**src/logic/rv_fetch_cfg.svh**
```systemverilog
`ifndef RV_FETCH_CFG_SVH
`define RV_FETCH_CFG_SVH

// pc of the first instruction after reset
`define RV_RESET_PC 32'h0000_0000

// aligner capacity in halfwords
// even values of 4 and up keep a whole fetch word plus a pending half
`define RV_ALIGN_DEPTH 4

`endif

```
**src/logic/rv_fetch_pkg.sv**
```systemverilog
package rv_fetch_pkg;

    // major opcodes, instruction bits 6:2
    localparam logic [4:0] RV32_OPC_LOAD   = 5'b00000;
    localparam logic [4:0] RV32_OPC_STORE  = 5'b01000;
    localparam logic [4:0] RV32_OPC_OP_IMM = 5'b00100;
    localparam logic [4:0] RV32_OPC_OP     = 5'b01100;
    localparam logic [4:0] RV32_OPC_LUI    = 5'b01101;
    localparam logic [4:0] RV32_OPC_BRANCH = 5'b11000;
    localparam logic [4:0] RV32_OPC_JAL    = 5'b11011;
    localparam logic [4:0] RV32_OPC_JALR   = 5'b11001;

    // compressed quadrants, bits 1:0
    // 2'b11 marks a full 32-bit instruction
    localparam logic [1:0] RV32_C_Q0_DET = 2'b00;
    localparam logic [1:0] RV32_C_Q1_DET = 2'b01;
    localparam logic [1:0] RV32_C_Q2_DET = 2'b10;

    // fetch word seen whole or as two halfwords
    // half[0] is the lower address
    typedef union packed
    {
        logic [31:0]      word;
        logic [1:0][15:0] half;
    } rv_fetch_word_u;

endpackage

```
**src/logic/rv_decode_comp.sv**
```systemverilog
module rv_decode_comp
    import rv_fetch_pkg::*;
(
    input  logic [31:0] i_instruction,
    output logic [31:0] o_instruction,
    output logic        o_illegal_instruction
);

    localparam logic [4:0]  REG_ZERO = 5'd0;
    localparam logic [4:0]  REG_RA   = 5'd1;
    localparam logic [4:0]  REG_SP   = 5'd2;
    localparam logic [31:0] EBREAK   = 32'h0010_0073;

    logic [15:0] c;
    logic [4:0]  rd;
    logic [4:0]  rs2;
    logic [4:0]  rdp;
    logic [4:0]  rs1p;
    logic [11:0] imm_ci;
    logic [11:0] imm_4spn;
    logic [11:0] imm_lw;
    logic [11:0] imm_16sp;
    logic [11:0] imm_lwsp;
    logic [11:0] imm_swsp;
    logic [20:0] imm_j;
    logic [12:0] imm_b;

    function automatic logic [31:0] enc_i(
        input logic [11:0] imm,
        input logic [4:0]  rs1,
        input logic [2:0]  f3,
        input logic [4:0]  rd_i,
        input logic [4:0]  opc
    );
        return {imm, rs1, f3, rd_i, opc, 2'b11};
    endfunction

    function automatic logic [31:0] enc_s(
        input logic [11:0] imm,
        input logic [4:0]  rs2_i,
        input logic [4:0]  rs1,
        input logic [2:0]  f3,
        input logic [4:0]  opc
    );
        return {imm[11:5], rs2_i, rs1, f3, imm[4:0], opc, 2'b11};
    endfunction

    function automatic logic [31:0] enc_r(
        input logic [6:0] f7,
        input logic [4:0] rs2_i,
        input logic [4:0] rs1,
        input logic [2:0] f3,
        input logic [4:0] rd_i
    );
        return {f7, rs2_i, rs1, f3, rd_i, RV32_OPC_OP, 2'b11};
    endfunction

    // register fields and immediates unscrambled once
    always_comb
    begin
        c    = i_instruction[15:0];
        rd   = c[11:7];
        rs2  = c[6:2];
        rdp  = {2'b01, c[4:2]};
        rs1p = {2'b01, c[9:7]};

        imm_ci   = {{6{c[12]}}, c[12], c[6:2]};
        imm_4spn = {2'b00, c[10:7], c[12:11], c[5], c[6], 2'b00};
        imm_lw   = {5'b0, c[5], c[12:10], c[6], 2'b00};
        imm_16sp = {{3{c[12]}}, c[4:3], c[5], c[2], c[6], 4'b0000};
        imm_lwsp = {4'b0, c[3:2], c[12], c[6:4], 2'b00};
        imm_swsp = {4'b0, c[8:7], c[12:9], 2'b00};
        imm_j    = {{9{c[12]}}, c[12], c[8], c[10:9], c[6], c[7], c[2], c[11], c[5:3], 1'b0};
        imm_b    = {{4{c[12]}}, c[12], c[6:5], c[2], c[11:10], c[4:3], 1'b0};
    end

    always_comb
    begin
        o_instruction         = i_instruction;
        o_illegal_instruction = 1'b0;
        case (c[1:0])
            RV32_C_Q0_DET:
            begin
                case (c[15:14])
                    2'b00:
                    begin
                        // c.addi4spn with a zero immediate is reserved
                        if (|c[12:5])
                            o_instruction = enc_i(imm_4spn, REG_SP, 3'b000, rdp, RV32_OPC_OP_IMM);
                        else
                            o_illegal_instruction = 1'b1;
                    end
                    2'b01:
                        // c.lw
                        o_instruction = enc_i(imm_lw, rs1p, 3'b010, rdp, RV32_OPC_LOAD);
                    2'b11:
                        // c.sw uses the c.lw offset layout
                        o_instruction = enc_s(imm_lw, rdp, rs1p, 3'b010, RV32_OPC_STORE);
                    default:
                        o_illegal_instruction = 1'b1;
                endcase
            end
            RV32_C_Q1_DET:
            begin
                case (c[15:13])
                    3'b000:
                        // c.addi and c.nop
                        o_instruction = enc_i(imm_ci, rd, 3'b000, rd, RV32_OPC_OP_IMM);
                    3'b001, 3'b101:
                        // c.jal links to ra and c.j to x0
                        o_instruction = {imm_j[20], imm_j[10:1], imm_j[11], imm_j[19:12],
                                         c[15] ? REG_ZERO : REG_RA, RV32_OPC_JAL, 2'b11};
                    3'b010:
                        // c.li
                        o_instruction = enc_i(imm_ci, REG_ZERO, 3'b000, rd, RV32_OPC_OP_IMM);
                    3'b011:
                    begin
                        if (rd == REG_SP)
                            o_instruction = enc_i(imm_16sp, REG_SP, 3'b000, REG_SP,
                                                  RV32_OPC_OP_IMM);
                        else
                            o_instruction = {{15{c[12]}}, c[6:2], rd, RV32_OPC_LUI, 2'b11};
                    end
                    3'b100:
                    begin
                        case (c[11:10])
                            2'b00, 2'b01:
                                // bit 10 picks c.srai over c.srli
                                o_instruction = enc_i({1'b0, c[10], 5'b0, c[6:2]}, rs1p, 3'b101,
                                                      rs1p, RV32_OPC_OP_IMM);
                            2'b10:
                                // c.andi
                                o_instruction = enc_i(imm_ci, rs1p, 3'b111, rs1p, RV32_OPC_OP_IMM);
                            default:
                            begin
                                case (c[6:5])
                                    2'b00:
                                        o_instruction = enc_r(7'b0100000, rdp, rs1p, 3'b000, rs1p);
                                    2'b01:
                                        o_instruction = enc_r(7'b0000000, rdp, rs1p, 3'b100, rs1p);
                                    2'b10:
                                        o_instruction = enc_r(7'b0000000, rdp, rs1p, 3'b110, rs1p);
                                    default:
                                        o_instruction = enc_r(7'b0000000, rdp, rs1p, 3'b111, rs1p);
                                endcase
                            end
                        endcase
                    end
                    default:
                        // bit 13 of c.beqz / c.bnez becomes funct3 bit 0
                        o_instruction = {imm_b[12], imm_b[10:5], REG_ZERO, rs1p, 2'b00, c[13],
                                         imm_b[4:1], imm_b[11], RV32_OPC_BRANCH, 2'b11};
                endcase
            end
            RV32_C_Q2_DET:
            begin
                case (c[15:14])
                    2'b00:
                        // c.slli
                        o_instruction = enc_i({7'b0, c[6:2]}, rd, 3'b001, rd, RV32_OPC_OP_IMM);
                    2'b01:
                        // c.lwsp
                        o_instruction = enc_i(imm_lwsp, REG_SP, 3'b010, rd, RV32_OPC_LOAD);
                    2'b10:
                    begin
                        // bit 12 and a zero rs2 split mv/jr and add/jalr/ebreak
                        if (!c[12])
                        begin
                            if (rs2 != REG_ZERO)
                                o_instruction = enc_r(7'b0, rs2, REG_ZERO, 3'b000, rd);
                            else
                                o_instruction = enc_i(12'h000, rd, 3'b000, REG_ZERO,
                                                      RV32_OPC_JALR);
                        end
                        else
                        begin
                            if (rs2 != REG_ZERO)
                                o_instruction = enc_r(7'b0, rs2, rd, 3'b000, rd);
                            else if (rd == REG_ZERO)
                                o_instruction = EBREAK;
                            else
                                o_instruction = enc_i(12'h000, rd, 3'b000, REG_RA, RV32_OPC_JALR);
                        end
                    end
                    default:
                        // c.swsp
                        o_instruction = enc_s(imm_swsp, rs2, REG_SP, 3'b010, RV32_OPC_STORE);
                endcase
            end
            default:
                // full width word with nothing to expand
                o_illegal_instruction = 1'b1;
        endcase
    end

endmodule

```
**src/logic/rv_fetch_align.sv**
```systemverilog
`include "rv_fetch_cfg.svh"

module rv_fetch_align
    import rv_fetch_pkg::*;
(
    input  logic           i_clk,
    input  logic           i_rst_n,
    input  logic           i_fetch_valid,
    input  rv_fetch_word_u i_fetch_data,
    output logic           o_raw_valid,
    output logic [31:0]    o_raw_instr
);

    localparam int DEPTH = `RV_ALIGN_DEPTH;
    localparam int PTR_W = $clog2(DEPTH);
    localparam int CNT_W = $clog2(DEPTH + 1);

    logic [15:0]      hw_mem [DEPTH];
    logic [PTR_W-1:0] head_q;
    logic [PTR_W-1:0] head_nxt;
    logic [PTR_W-1:0] head_p1;
    logic [PTR_W-1:0] tail;
    logic [PTR_W-1:0] tail_p1;
    logic [CNT_W-1:0] count_q;
    logic [CNT_W-1:0] count_nxt;
    logic [15:0]      head_hw;
    logic [15:0]      next_hw;
    logic             head_is_32;
    logic [1:0]       pop_len;

    // circular pointer add for a depth that need not be a power of two
    function automatic logic [PTR_W-1:0] ptr_add(
        input logic [PTR_W-1:0] ptr,
        input int unsigned      inc
    );
        int unsigned sum;
        sum = ptr + inc;
        if (sum >= DEPTH)
        begin
            sum = sum - DEPTH;
        end
        return PTR_W'(sum);
    endfunction

    always_comb
    begin
        head_p1 = ptr_add(head_q, 1);
        tail    = ptr_add(head_q, 32'(count_q));
        tail_p1 = ptr_add(tail, 1);

        head_hw = hw_mem[head_q];
        next_hw = hw_mem[head_p1];

        // quadrant 3 at the head means two halfwords are needed
        head_is_32 = (head_hw[1:0] == 2'b11);
        pop_len    = head_is_32 ? 2'd2 : 2'd1;
    end

    always_comb
    begin
        if (head_is_32)
        begin
            o_raw_valid = (count_q >= CNT_W'(2));
            o_raw_instr = {next_hw, head_hw};
        end
        else
        begin
            o_raw_valid = (count_q != '0);
            o_raw_instr = {16'h0000, head_hw};
        end
    end

    // pop before push so the count never wraps in between
    always_comb
    begin
        head_nxt  = head_q;
        count_nxt = count_q;
        if (o_raw_valid)
        begin
            head_nxt  = ptr_add(head_q, 32'(pop_len));
            count_nxt = count_nxt - CNT_W'(pop_len);
        end
        if (i_fetch_valid)
        begin
            count_nxt = count_nxt + CNT_W'(2);
        end
    end

    always_ff @(posedge i_clk or negedge i_rst_n)
    begin
        if (!i_rst_n)
        begin
            head_q  <= '0;
            count_q <= '0;
        end
        else
        begin
            head_q  <= head_nxt;
            count_q <= count_nxt;
        end
    end

    // both halves land behind the last buffered halfword
    always_ff @(posedge i_clk)
    begin
        if (i_fetch_valid)
        begin
            hw_mem[tail]    <= i_fetch_data.half[0];
            hw_mem[tail_p1] <= i_fetch_data.half[1];
        end
    end

endmodule

```
**src/logic/rv_fetch_expand.sv**
```systemverilog
module rv_fetch_expand
(
    input  logic        i_clk,
    input  logic        i_rst_n,
    input  logic        i_fetch_valid,
    input  logic [31:0] i_fetch_data,
    output logic        o_valid,
    output logic [31:0] o_instr,
    output logic [31:0] o_pc,
    output logic        o_compressed,
    output logic        o_illegal
);

    logic        raw_valid;
    logic [31:0] raw_instr;
    logic [31:0] exp_instr;
    logic        exp_illegal;

    rv_fetch_align u_align
    (
        .i_clk         (i_clk),
        .i_rst_n       (i_rst_n),
        .i_fetch_valid (i_fetch_valid),
        .i_fetch_data  (i_fetch_data),
        .o_raw_valid   (raw_valid),
        .o_raw_instr   (raw_instr)
    );

    // expansion runs on every head word and the issue stage picks the result
    rv_decode_comp u_decode
    (
        .i_instruction         (raw_instr),
        .o_instruction         (exp_instr),
        .o_illegal_instruction (exp_illegal)
    );

    rv_issue_stage u_issue
    (
        .i_clk         (i_clk),
        .i_rst_n       (i_rst_n),
        .i_raw_valid   (raw_valid),
        .i_raw_instr   (raw_instr),
        .i_exp_instr   (exp_instr),
        .i_exp_illegal (exp_illegal),
        .o_valid       (o_valid),
        .o_instr       (o_instr),
        .o_pc          (o_pc),
        .o_compressed  (o_compressed),
        .o_illegal     (o_illegal)
    );

endmodule

```
**src/logic/rv_issue_stage.sv**
```systemverilog
`include "rv_fetch_cfg.svh"

module rv_issue_stage
    import rv_fetch_pkg::*;
(
    input  logic        i_clk,
    input  logic        i_rst_n,
    input  logic        i_raw_valid,
    input  logic [31:0] i_raw_instr,
    input  logic [31:0] i_exp_instr,
    input  logic        i_exp_illegal,
    output logic        o_valid,
    output logic [31:0] o_instr,
    output logic [31:0] o_pc,
    output logic        o_compressed,
    output logic        o_illegal
);

    logic [31:0] pc_q;
    logic        is_comp;
    logic [31:0] sel_instr;

    always_comb
    begin
        is_comp = i_raw_instr[1:0] inside {RV32_C_Q0_DET, RV32_C_Q1_DET, RV32_C_Q2_DET};
        if (!is_comp)
            sel_instr = i_raw_instr;
        else if (i_exp_illegal)
            sel_instr = {16'h0000, i_raw_instr[15:0]};
        else
            sel_instr = i_exp_instr;
    end

    // pc of the next instruction to leave
    always_ff @(posedge i_clk or negedge i_rst_n)
    begin
        if (!i_rst_n)
        begin
            o_valid <= 1'b0;
            pc_q    <= `RV_RESET_PC;
        end
        else
        begin
            o_valid <= i_raw_valid;
            if (i_raw_valid)
                pc_q <= pc_q + (is_comp ? 32'd2 : 32'd4);
        end
    end

    always_ff @(posedge i_clk)
    begin
        if (i_raw_valid)
        begin
            o_instr      <= sel_instr;
            o_pc         <= pc_q;
            o_compressed <= is_comp;
            o_illegal    <= is_comp & i_exp_illegal;
        end
    end

endmodule

```
**config.mk**
```make
export PLATFORM = sky130hd
export DESIGN_NAME = rv_fetch_expand
export DESIGN_NICKNAME = d
export VERILOG_FILES = /design/src/logic/rv_fetch_pkg.sv /design/src/logic/rv_decode_comp.sv /design/src/logic/rv_fetch_align.sv /design/src/logic/rv_fetch_expand.sv /design/src/logic/rv_issue_stage.sv
export VERILOG_INCLUDE_DIRS = /design/src /design/src/logic
export SDC_FILE = /design/constraint.sdc
export NUM_CORES = 1
export LEC_CHECK = 0
export BUFFER_PORTS_ARGS = -buffer_cell sky130_fd_sc_hd__buf_2
export CORE_MARGIN = 2
export CORE_UTILIZATION = 60
export CTS_CLUSTER_DIAMETER = 80
export DETAILED_ROUTE_END_ITERATION = 7
export PLACE_DENSITY = 0.87
export SLEW_MARGIN = 20
export SYNTH_ARGS = -nofsm -noshare
export SYNTH_HDL_FRONTEND = slang
export SYNTH_HIERARCHICAL = 1
export SYNTH_SLANG_ARGS = --single-unit
export TNS_END_PERCENT = 100
```
**constraint.sdc**
```tcl
create_clock -name i_clk -period 4.6 [get_ports i_clk]
set_input_delay 0.23 -clock i_clk [delete_from_list [all_inputs] [get_ports i_clk]]
set_output_delay 0.23 -clock i_clk [all_outputs]
set_load 0.005 [all_outputs]
```
## Word-level counts from Yosys, hierarchy flattened

Memories as Yosys holds them, arrays and structs flattened.
Cells that the tools add are included.

| storage, ports and cells | value |
|---|---|
| flip-flop bits (word level) | 104 |
| bits in writable memories | 64 |
| input port bits | 35 |
| output and inout port bits | 67 |
| word-level logic and storage cells | 86 |
| memories | 1 |

Memories:

| name | words | width | rd ports | clocked after memory_dff | write ports | line | RTL |
|---|---|---|---|---|---|---|---|
| u_align.hw_mem | 4 | 16 | 2 | 0 | 2 | rv_fetch_align.sv:18 | `logic [15:0] hw_mem [DEPTH];` |

| operators by class | value |
|---|---|
| $add $sub $neg | 11 |
| $lt $le $gt $ge | 5 |
| eq/ne operators | 16 |
| muxes and demuxes | 30 |
| bitwise logic cells | 1 |
| reductions and logical operators | 14 |

Operators by type and width:

| operator | count |
|---|---|
| $pmux 32 s3 | 3 |
| $mux 32 | 6 |
| $pmux 32 s5 | 1 |
| $pmux 31 s3 | 1 |
| $pmux 32 s2 | 1 |
| $add 32x32->32 | 1 |
| $mux 29 | 1 |
| $mux 25 | 1 |
| $mux 21 | 1 |
| $eq 2x2->1 const B | 6 |
| $mux 2 | 5 |
| $ge 3x3->1 const B | 3 |
| $mux 3 | 3 |
| $eq 2x1->1 const B | 4 |
| $logic_not 2->1 | 4 |
| $reduce_or 2->1 | 4 |
| $reduce_or 8->1 | 1 |
| $sub 2x1->2 const B | 4 |
| $add 2x1->3 const B | 2 |
| $eq 3x2->1 const B | 2 |
| $eq 3x3->1 const B | 2 |
| $reduce_bool 3->1 | 2 |
| $eq 5x2->1 const B | 1 |
| $logic_not 5->1 | 1 |
| other kinds (12) | 17 |

## Logic depth before layout (Yosys ltp)

An unclocked memory read counts as a cell.

| logic depth | value |
|---|---|
| depth in word-level cells | 13 |
| depth in mapped cells | 14 |
| gate-level depth less buffers | 10 |

## Cells and area by module

The synthesis kept the hierarchy.

Modules (own cells, without submodules):

| module | times used | cells an instance | area each (um2) | seq. area each (um2) |
|---|---|---|---|---|
| rv_fetch_align | 1 | 244 | 4,090.2 | 2,047.0 |
| rv_issue_stage | 1 | 278 | 3,985.1 | 2,752.6 |
| rv_decode_comp | 1 | 295 | 1,793.0 | 0.0 |

## Worst setup path after synthesis

Ideal clock, no wire load.

| path | value |
|---|---|
| path type | register to register |
| from | register u_align.head_q[0] |
| to | register u_issue.pc_q[28] |
| setup time | 0.079 ns |
| arrival time | 3.627 ns |
| required time | 4.521 ns |
| slack | 0.894 ns |
| cell stages (with the launch flop) | 10 |
| buffers on the path | 1 |
| clock period less this slack | 3.706 ns |
| path through | dfrtp_1 buf_6 mux4_2 a21oi_1 nor2_1 inv_1 and3_1 o21ai_2 nor4_1 xor2_1 |

| between the ends | value |
|---|---|
| elaborated cells between the ends (all ways) | 10 |
| those cells by class | add/sub (1); eq/ne (3); mux (3); reduce/logical (2); memory (1) |

RTL lines:

| item | line | RTL |
|---|---|---|
| from (decl) | rv_fetch_align.sv:19 | `logic [PTR_W-1:0] head_q;` |
| from (signal assigned) | rv_fetch_align.sv:98 | `head_q <= head_nxt;` |
| $mem_v2 4x16 | - |  |
| $eq 2x2->1 | rv_fetch_align.sv:55 | `head_is_32 = (head_hw[1:0] == 2'b11);` |
| $mux 1 | rv_fetch_align.sv:61 | `if (head_is_32)` |
| via raw_valid | rv_fetch_expand.sv:14 | `logic raw_valid;` |
| to (signal assigned) | rv_issue_stage.sv:40 | `` pc_q <= `RV_RESET_PC; `` |
| to (signal assigned) | rv_issue_stage.sv:46 | `pc_q <= pc_q + (is_comp ? 32'd2 : 32'd4);` |
| to (decl) | rv_issue_stage.sv:19 | `logic [31:0] pc_q;` |

The timed path passes the listed nets, and every way through them passes these cells.
A chain may end at the register's enable or synchronous reset.

## Final worst setup path

| path | value |
|---|---|
| from | register u_align.head_q[0] |
| to | register u_issue.o_instr[22], data pin |

| between the ends | value |
|---|---|
| elaborated cells between the ends (all ways) | 47 |
| those cells by class | add/sub (2); order compare (1); eq/ne (14); mux (18); reduce/logical (11); memory (1) |

RTL lines:

| item | line | RTL |
|---|---|---|
| $mem_v2 4x16 * | - |  |
| $mux 32 * | rv_fetch_align.sv:61 |  |
| via raw_instr[0] | rv_fetch_expand.sv:15 | `logic [31:0] raw_instr;` |
| $eq 2x2->1, or another cell as far along | rv_decode_comp.sv:81 | `case (c[1:0])` |
| $pmux 32 s3 * | rv_decode_comp.sv:81 |  |
| via exp_instr[22] | rv_fetch_expand.sv:16 | `logic [31:0] exp_instr;` |
| $mux 32 * | rv_issue_stage.sv:28 | `else if (i_exp_illegal)` |
| $mux 32 * | rv_issue_stage.sv:26 | `if (!is_comp)` |
| via u_issue.sel_instr[22] | rv_issue_stage.sv:21 | `logic [31:0] sel_instr;` |
| to (signal assigned) | rv_issue_stage.sv:54 | `o_instr <= sel_instr;` |
| to (decl) | rv_issue_stage.sv:13 | `output logic [31:0] o_instr,` |

The timed path passes the listed nets; every way through them passes the cells marked *.

==> PnR_summary.wiki <==
{| class="wikitable"
! Metric !! Value
|-
| Outcome || finished, final reports clean
|-
| Most frequently used flop master after synthesis || sky130_fd_sc_hd__edfxtp_1
|-
| Number of storage elements in the synthesis netlist || 166
|-
| NumNets Final || 950
|-
| Clock buffers created by TritonCTS || 17
|-
| Wire length of the first global-routing pass || 42.1 mm
|-
| Post-place setup slack || 608 ps
|-
| H-tree levels || 4
|-
| Beginning of the critical path || u_align/head_q[0]
|-
| Endpoint kind of the worst setup timing path || flop
|-
| Starting density of the core || 61.7%
|-
| Average detailed-routed wire length per instance || 24.0 µm
|-
| Synth warnings || 6
|-
| Core Footprint || 16000 µm²
|-
| Placement-stage cell area || 10500 µm²
|-
| Total die area || 17500 µm²
|-
| Die outline height || 132 µm
|-
| Row count || 46
|-
| Synth Area in Adders || 1.22%
|-
| Clk Tree Root Cell || sky130_fd_sc_hd__clkbuf_16
|-
| Flip-flop and latch area || 4800 µm²
|-
| Total Routed Length || 27.3 mm
|-
| Gp weighted congestion || 1.03
|-
| Count of pins over their slew limit || 0
|-
| CTS tree || done
|-
| Area of all placed cells without fillers || 11100 µm²
|-
| Horiz. Die Dim || 132 µm
|-
| Cell taking the most area after synthesis || sky130_fd_sc_hd__edfxtp_1
|-
| Pin count of the biggest net entering global routing || 69
|-
| I/O Pins || 102
|-
| Number of buffers added on ports || 100
|-
| Post-synthesis instance area || 9870 µm²
|-
| Number of enable-type register cells in the synthesized netlist || 129
|-
| Startpoint type of the worst setup path || flop
|-
| Syn avg cell area || 12.1 µm²
|-
| Simple-gate share of the synthesized area || 13.1%
|-
| Number of iterations in the first detailed-routing pass || 6
|-
| Total Negative Setup Slacks || 0 ps
|-
| Share of synthesized area occupied by flip-flops and latches || 48.6%
|-
| Arrival time of the worst setup path || 4430 ps
|-
| Parity-gate share of the synthesized area counting xor and xnor cells || 3.36%
|-
| Synthesized netlist cell count || 817
|-
| Library cell contributing the largest single delay on the critical path || sky130_fd_sc_hd__dfrtp_1
|-
| Largest family of logic cells by synthesized area || multiplexers
|-
| Endpoint required time on the critical path || 4870 ps
|-
| Ordered cell list for the critical path || mux4_2 > inv_1 > ha_1 > inv_1 > a311oi_1 > a222oi_1 > o21ai_0 > nand2b_1 > o21ai_0
|-
| Post-detailed-route DRC marker count || 0
|-
| Count of max-cap constraint violations || 0
|-
| Endpoints failing hold || 0
|-
| Number of buffers between clock root and the deepest sink || 2
|-
| Hold Path Class || in2reg
|-
| Maximum operating frequency || 0.240 GHz
|-
| Relative area change from synthesis to final layout || 12.8%
|-
| Share of the synthesized area in compound gates (AO/OA/AOI/OAI) || 12.4%
|-
| Distinct cell type count of the synthesized netlist || 87
|-
| Total buffers and inverters traversed by the critical path || 2
|-
| Number of global-route vias before repair || 7282
|-
| Footprint of the multi-input gates || 4680 µm²
|-
| Slack of the worst reg-to-reg path || 440 ps
|-
| RSZ-0062 raised after global routing || no
|-
| DP Wirelength || 18.7 mm
|-
| Count of filler cells inserted in the layout || 1139
|-
| Remaining antenna violation count || 0
|-
| Clock latency reported for the late side of the worst-skew pair || 440 ps
|-
| Diodes inserted || 0
|-
| Final critical delay including setup and external delays || 4160 ps
|-
| Ratio of final minimum period to clock period || 90.5%
|-
| Synth top area share || 39.3%
|-
| Worst-Margin Slew || 1020 ps
|-
| Nets in the synthesized netlist || 861
|-
| Largest fanout on the critical path || 21
|-
| Via-to-Cell Ratio || 6.67
|-
| All-layer global routing usage || 31.5%
|-
| Initial antenna violation count || 0
|-
| Fraction of final layout cells sized beyond drive strength 1 || 32.9%
|-
| Clock Sink Count || 166
|-
| GRT overflow || 0
|-
| CP delay by family, top || compound AO/OA/AOI/OAI gates
|-
| Number of setup violations in the final report || 0
|-
| Critical Setup Path Class || reg2reg
|-
| Slew margin rel. || 32.0%
|-
| Share of cell area taken by muxes after synthesis || 17.3%
|-
| Leading cell types by total area after synthesis || sky130_fd_sc_hd__edfxtp_1, sky130_fd_sc_hd__dfrtp_1, sky130_fd_sc_hd__mux2_2, sky130_fd_sc_hd__mux4_2, sky130_fd_sc_hd__nand2_1
|-
| Share of async-settable or async-resettable flops after synthesis || 22.3%
|-
| Number of vias in the routed layout || 7572
|-
| Worst path max stage delay || 930 ps
|-
| Iter 0 DRT Violations || 942
|-
| Post-route clock skew || 11.2 ps
|-
| Final setup margin || 438 ps
|-
| Crit Reg-Reg Startpoint || u_align/head_q[0]
|-
| Clock input transition at the sequential cells of the worst setup and hold paths || 70 ps
|-
| Startpoint of the lowest-slack hold path || i_fetch_valid
|-
| CTS-repair resized insts || 0
|}
[sequential cells by signal (all words and copies together), names as in the netlist, 2 cells and up]
register,cells
u_align/count_q,3
u_align/head_q,2
u_align/hw_mem,64
u_issue/o_instr,32
u_issue/o_pc,31
u_issue/pc_q,31
[through the flow]
stage / std cells / utilization (%) / hold WS [ps]
4_1_cts: 1135 / 69.6 / 63.8
6_report: 1135 / 69.6 / 73.7
3_5_place_dp: 1102 / 65.9 / 375
2_1_floorplan: 817 / - / -65.6
5_1_grt: 1135 / 69.6 / 85.8
3_3_place_gp: 1102 / 65.9 / 365
[final cells by class]
cell class | instances | share of cell area, %
Clock buffer | 17 | 3.82
Clock inverter | 15 | 1.42
Inverter | 20 | 0.674
Multi-Input combinational cell | 574 | 42.1
Sequential cell | 166 | 43.1
Tap cell | 216 | 2.43
Timing Repair Buffer | 127 | 6.45
[Yosys cell counts, types with 4 or more instances]
cell type / instances
sky130_fd_sc_hd__a2bb2oi_1: 6
sky130_fd_sc_hd__buf_2: 12
sky130_fd_sc_hd__o21a_1: 5
sky130_fd_sc_hd__o22ai_1: 7
sky130_fd_sc_hd__nand2_1: 79
sky130_fd_sc_hd__a221o_1: 8
sky130_fd_sc_hd__dfrtp_1: 37
sky130_fd_sc_hd__edfxtp_1: 129
sky130_fd_sc_hd__mux2i_1: 4
sky130_fd_sc_hd__o21ai_0: 52
sky130_fd_sc_hd__mux2_4: 18
sky130_fd_sc_hd__ha_1: 8
sky130_fd_sc_hd__buf_6: 5
sky130_fd_sc_hd__nand3_1: 20
sky130_fd_sc_hd__and2_1: 6
sky130_fd_sc_hd__nor2_1: 21
sky130_fd_sc_hd__clkbuf_1: 29
sky130_fd_sc_hd__a21oi_1: 33
sky130_fd_sc_hd__xor2_1: 13
sky130_fd_sc_hd__and3_1: 21
sky130_fd_sc_hd__buf_4: 8
sky130_fd_sc_hd__xnor2_1: 23
sky130_fd_sc_hd__a221oi_1: 5
sky130_fd_sc_hd__a22o_1: 5
sky130_fd_sc_hd__mux4_2: 30
sky130_fd_sc_hd__nand2b_1: 23
sky130_fd_sc_hd__nand4_1: 11
sky130_fd_sc_hd__a31oi_1: 8
sky130_fd_sc_hd__inv_1: 19
sky130_fd_sc_hd__a21o_1: 6
sky130_fd_sc_hd__nor3_1: 12
sky130_fd_sc_hd__mux2_2: 64
[worst reg2reg max path, stage by stage, from the launching register on]
cell	delay, ps
sky130_fd_sc_hd__dfrtp_1	930
sky130_fd_sc_hd__mux4_2	790
sky130_fd_sc_hd__inv_1	180
sky130_fd_sc_hd__ha_1	570
sky130_fd_sc_hd__inv_1	310
sky130_fd_sc_hd__a311oi_1	560
sky130_fd_sc_hd__a222oi_1	220
sky130_fd_sc_hd__o21ai_0	200
sky130_fd_sc_hd__nand2b_1	70
sky130_fd_sc_hd__o21ai_0	170
[per-layer routing]
metal | vias up | GRT usage [%] | part of all wire, %
li1 | 3333 | - | -
met3 | 82 | 6.34 | 9.3
met2 | 495 | 48.3 | 47
met4 | 0 | 13.3 | 3.6
met5 | - | 0 | 0
met1 | 3662 | 44.3 | 40
[what timing repair did]
action,in CTS,in global routing
buffers inserted,0,0
hold buffers,1,0
hold endpoints to repair,37,0
[cell usage in the layout, fill, tap and decap left out, types with 6 or more instances in the layout]
cell,count
sky130_fd_sc_hd__edfxtp_1,129
sky130_fd_sc_hd__buf_2,100
sky130_fd_sc_hd__nand2_1,79
sky130_fd_sc_hd__mux2_2,64
sky130_fd_sc_hd__o21ai_0,51
sky130_fd_sc_hd__dfrtp_1,36
sky130_fd_sc_hd__a21oi_1,33
sky130_fd_sc_hd__mux4_2,30
sky130_fd_sc_hd__buf_4,25
sky130_fd_sc_hd__xnor2_1,23
sky130_fd_sc_hd__nand2b_1,23
sky130_fd_sc_hd__and3_1,21
sky130_fd_sc_hd__nor2_1,21
sky130_fd_sc_hd__nand3_1,20
sky130_fd_sc_hd__mux2_4,18
sky130_fd_sc_hd__inv_1,18
sky130_fd_sc_hd__clkbuf_16,17
sky130_fd_sc_hd__xor2_1,13
sky130_fd_sc_hd__nor3_1,12
sky130_fd_sc_hd__nand4_1,11
sky130_fd_sc_hd__ha_1,8
sky130_fd_sc_hd__a221o_1,8
sky130_fd_sc_hd__a31oi_1,8
sky130_fd_sc_hd__o22ai_1,7
sky130_fd_sc_hd__and2_1,6
sky130_fd_sc_hd__a21o_1,6
sky130_fd_sc_hd__a2bb2oi_1,6
[path summary, 6_finish.rpt]
kind                                  endpoint  cells after the start
max                        u_issue/o_instr[22]                      9
min                         u_align/count_q[1]                      2
max reg2reg                u_issue/o_instr[22]                      9
min reg2reg                   u_issue/pc_q[31]                      1
max in group asynchronous    u_align/head_q[1]                      2
min in group asynchronous     u_issue/pc_q[29]                      2
[cells by family after synthesis]
family,Yosys count
and+or+nand+nor,231
muxes,116
adders and majority gates,9
AOI/OAI and AO/OA,180
other,1
buffers and inverters,77
xor gates and xnor gates,37
DFF,166
Power is not shown: default switching activity piles up to over one toggle a cycle in this logic, so the estimate is an artifact.
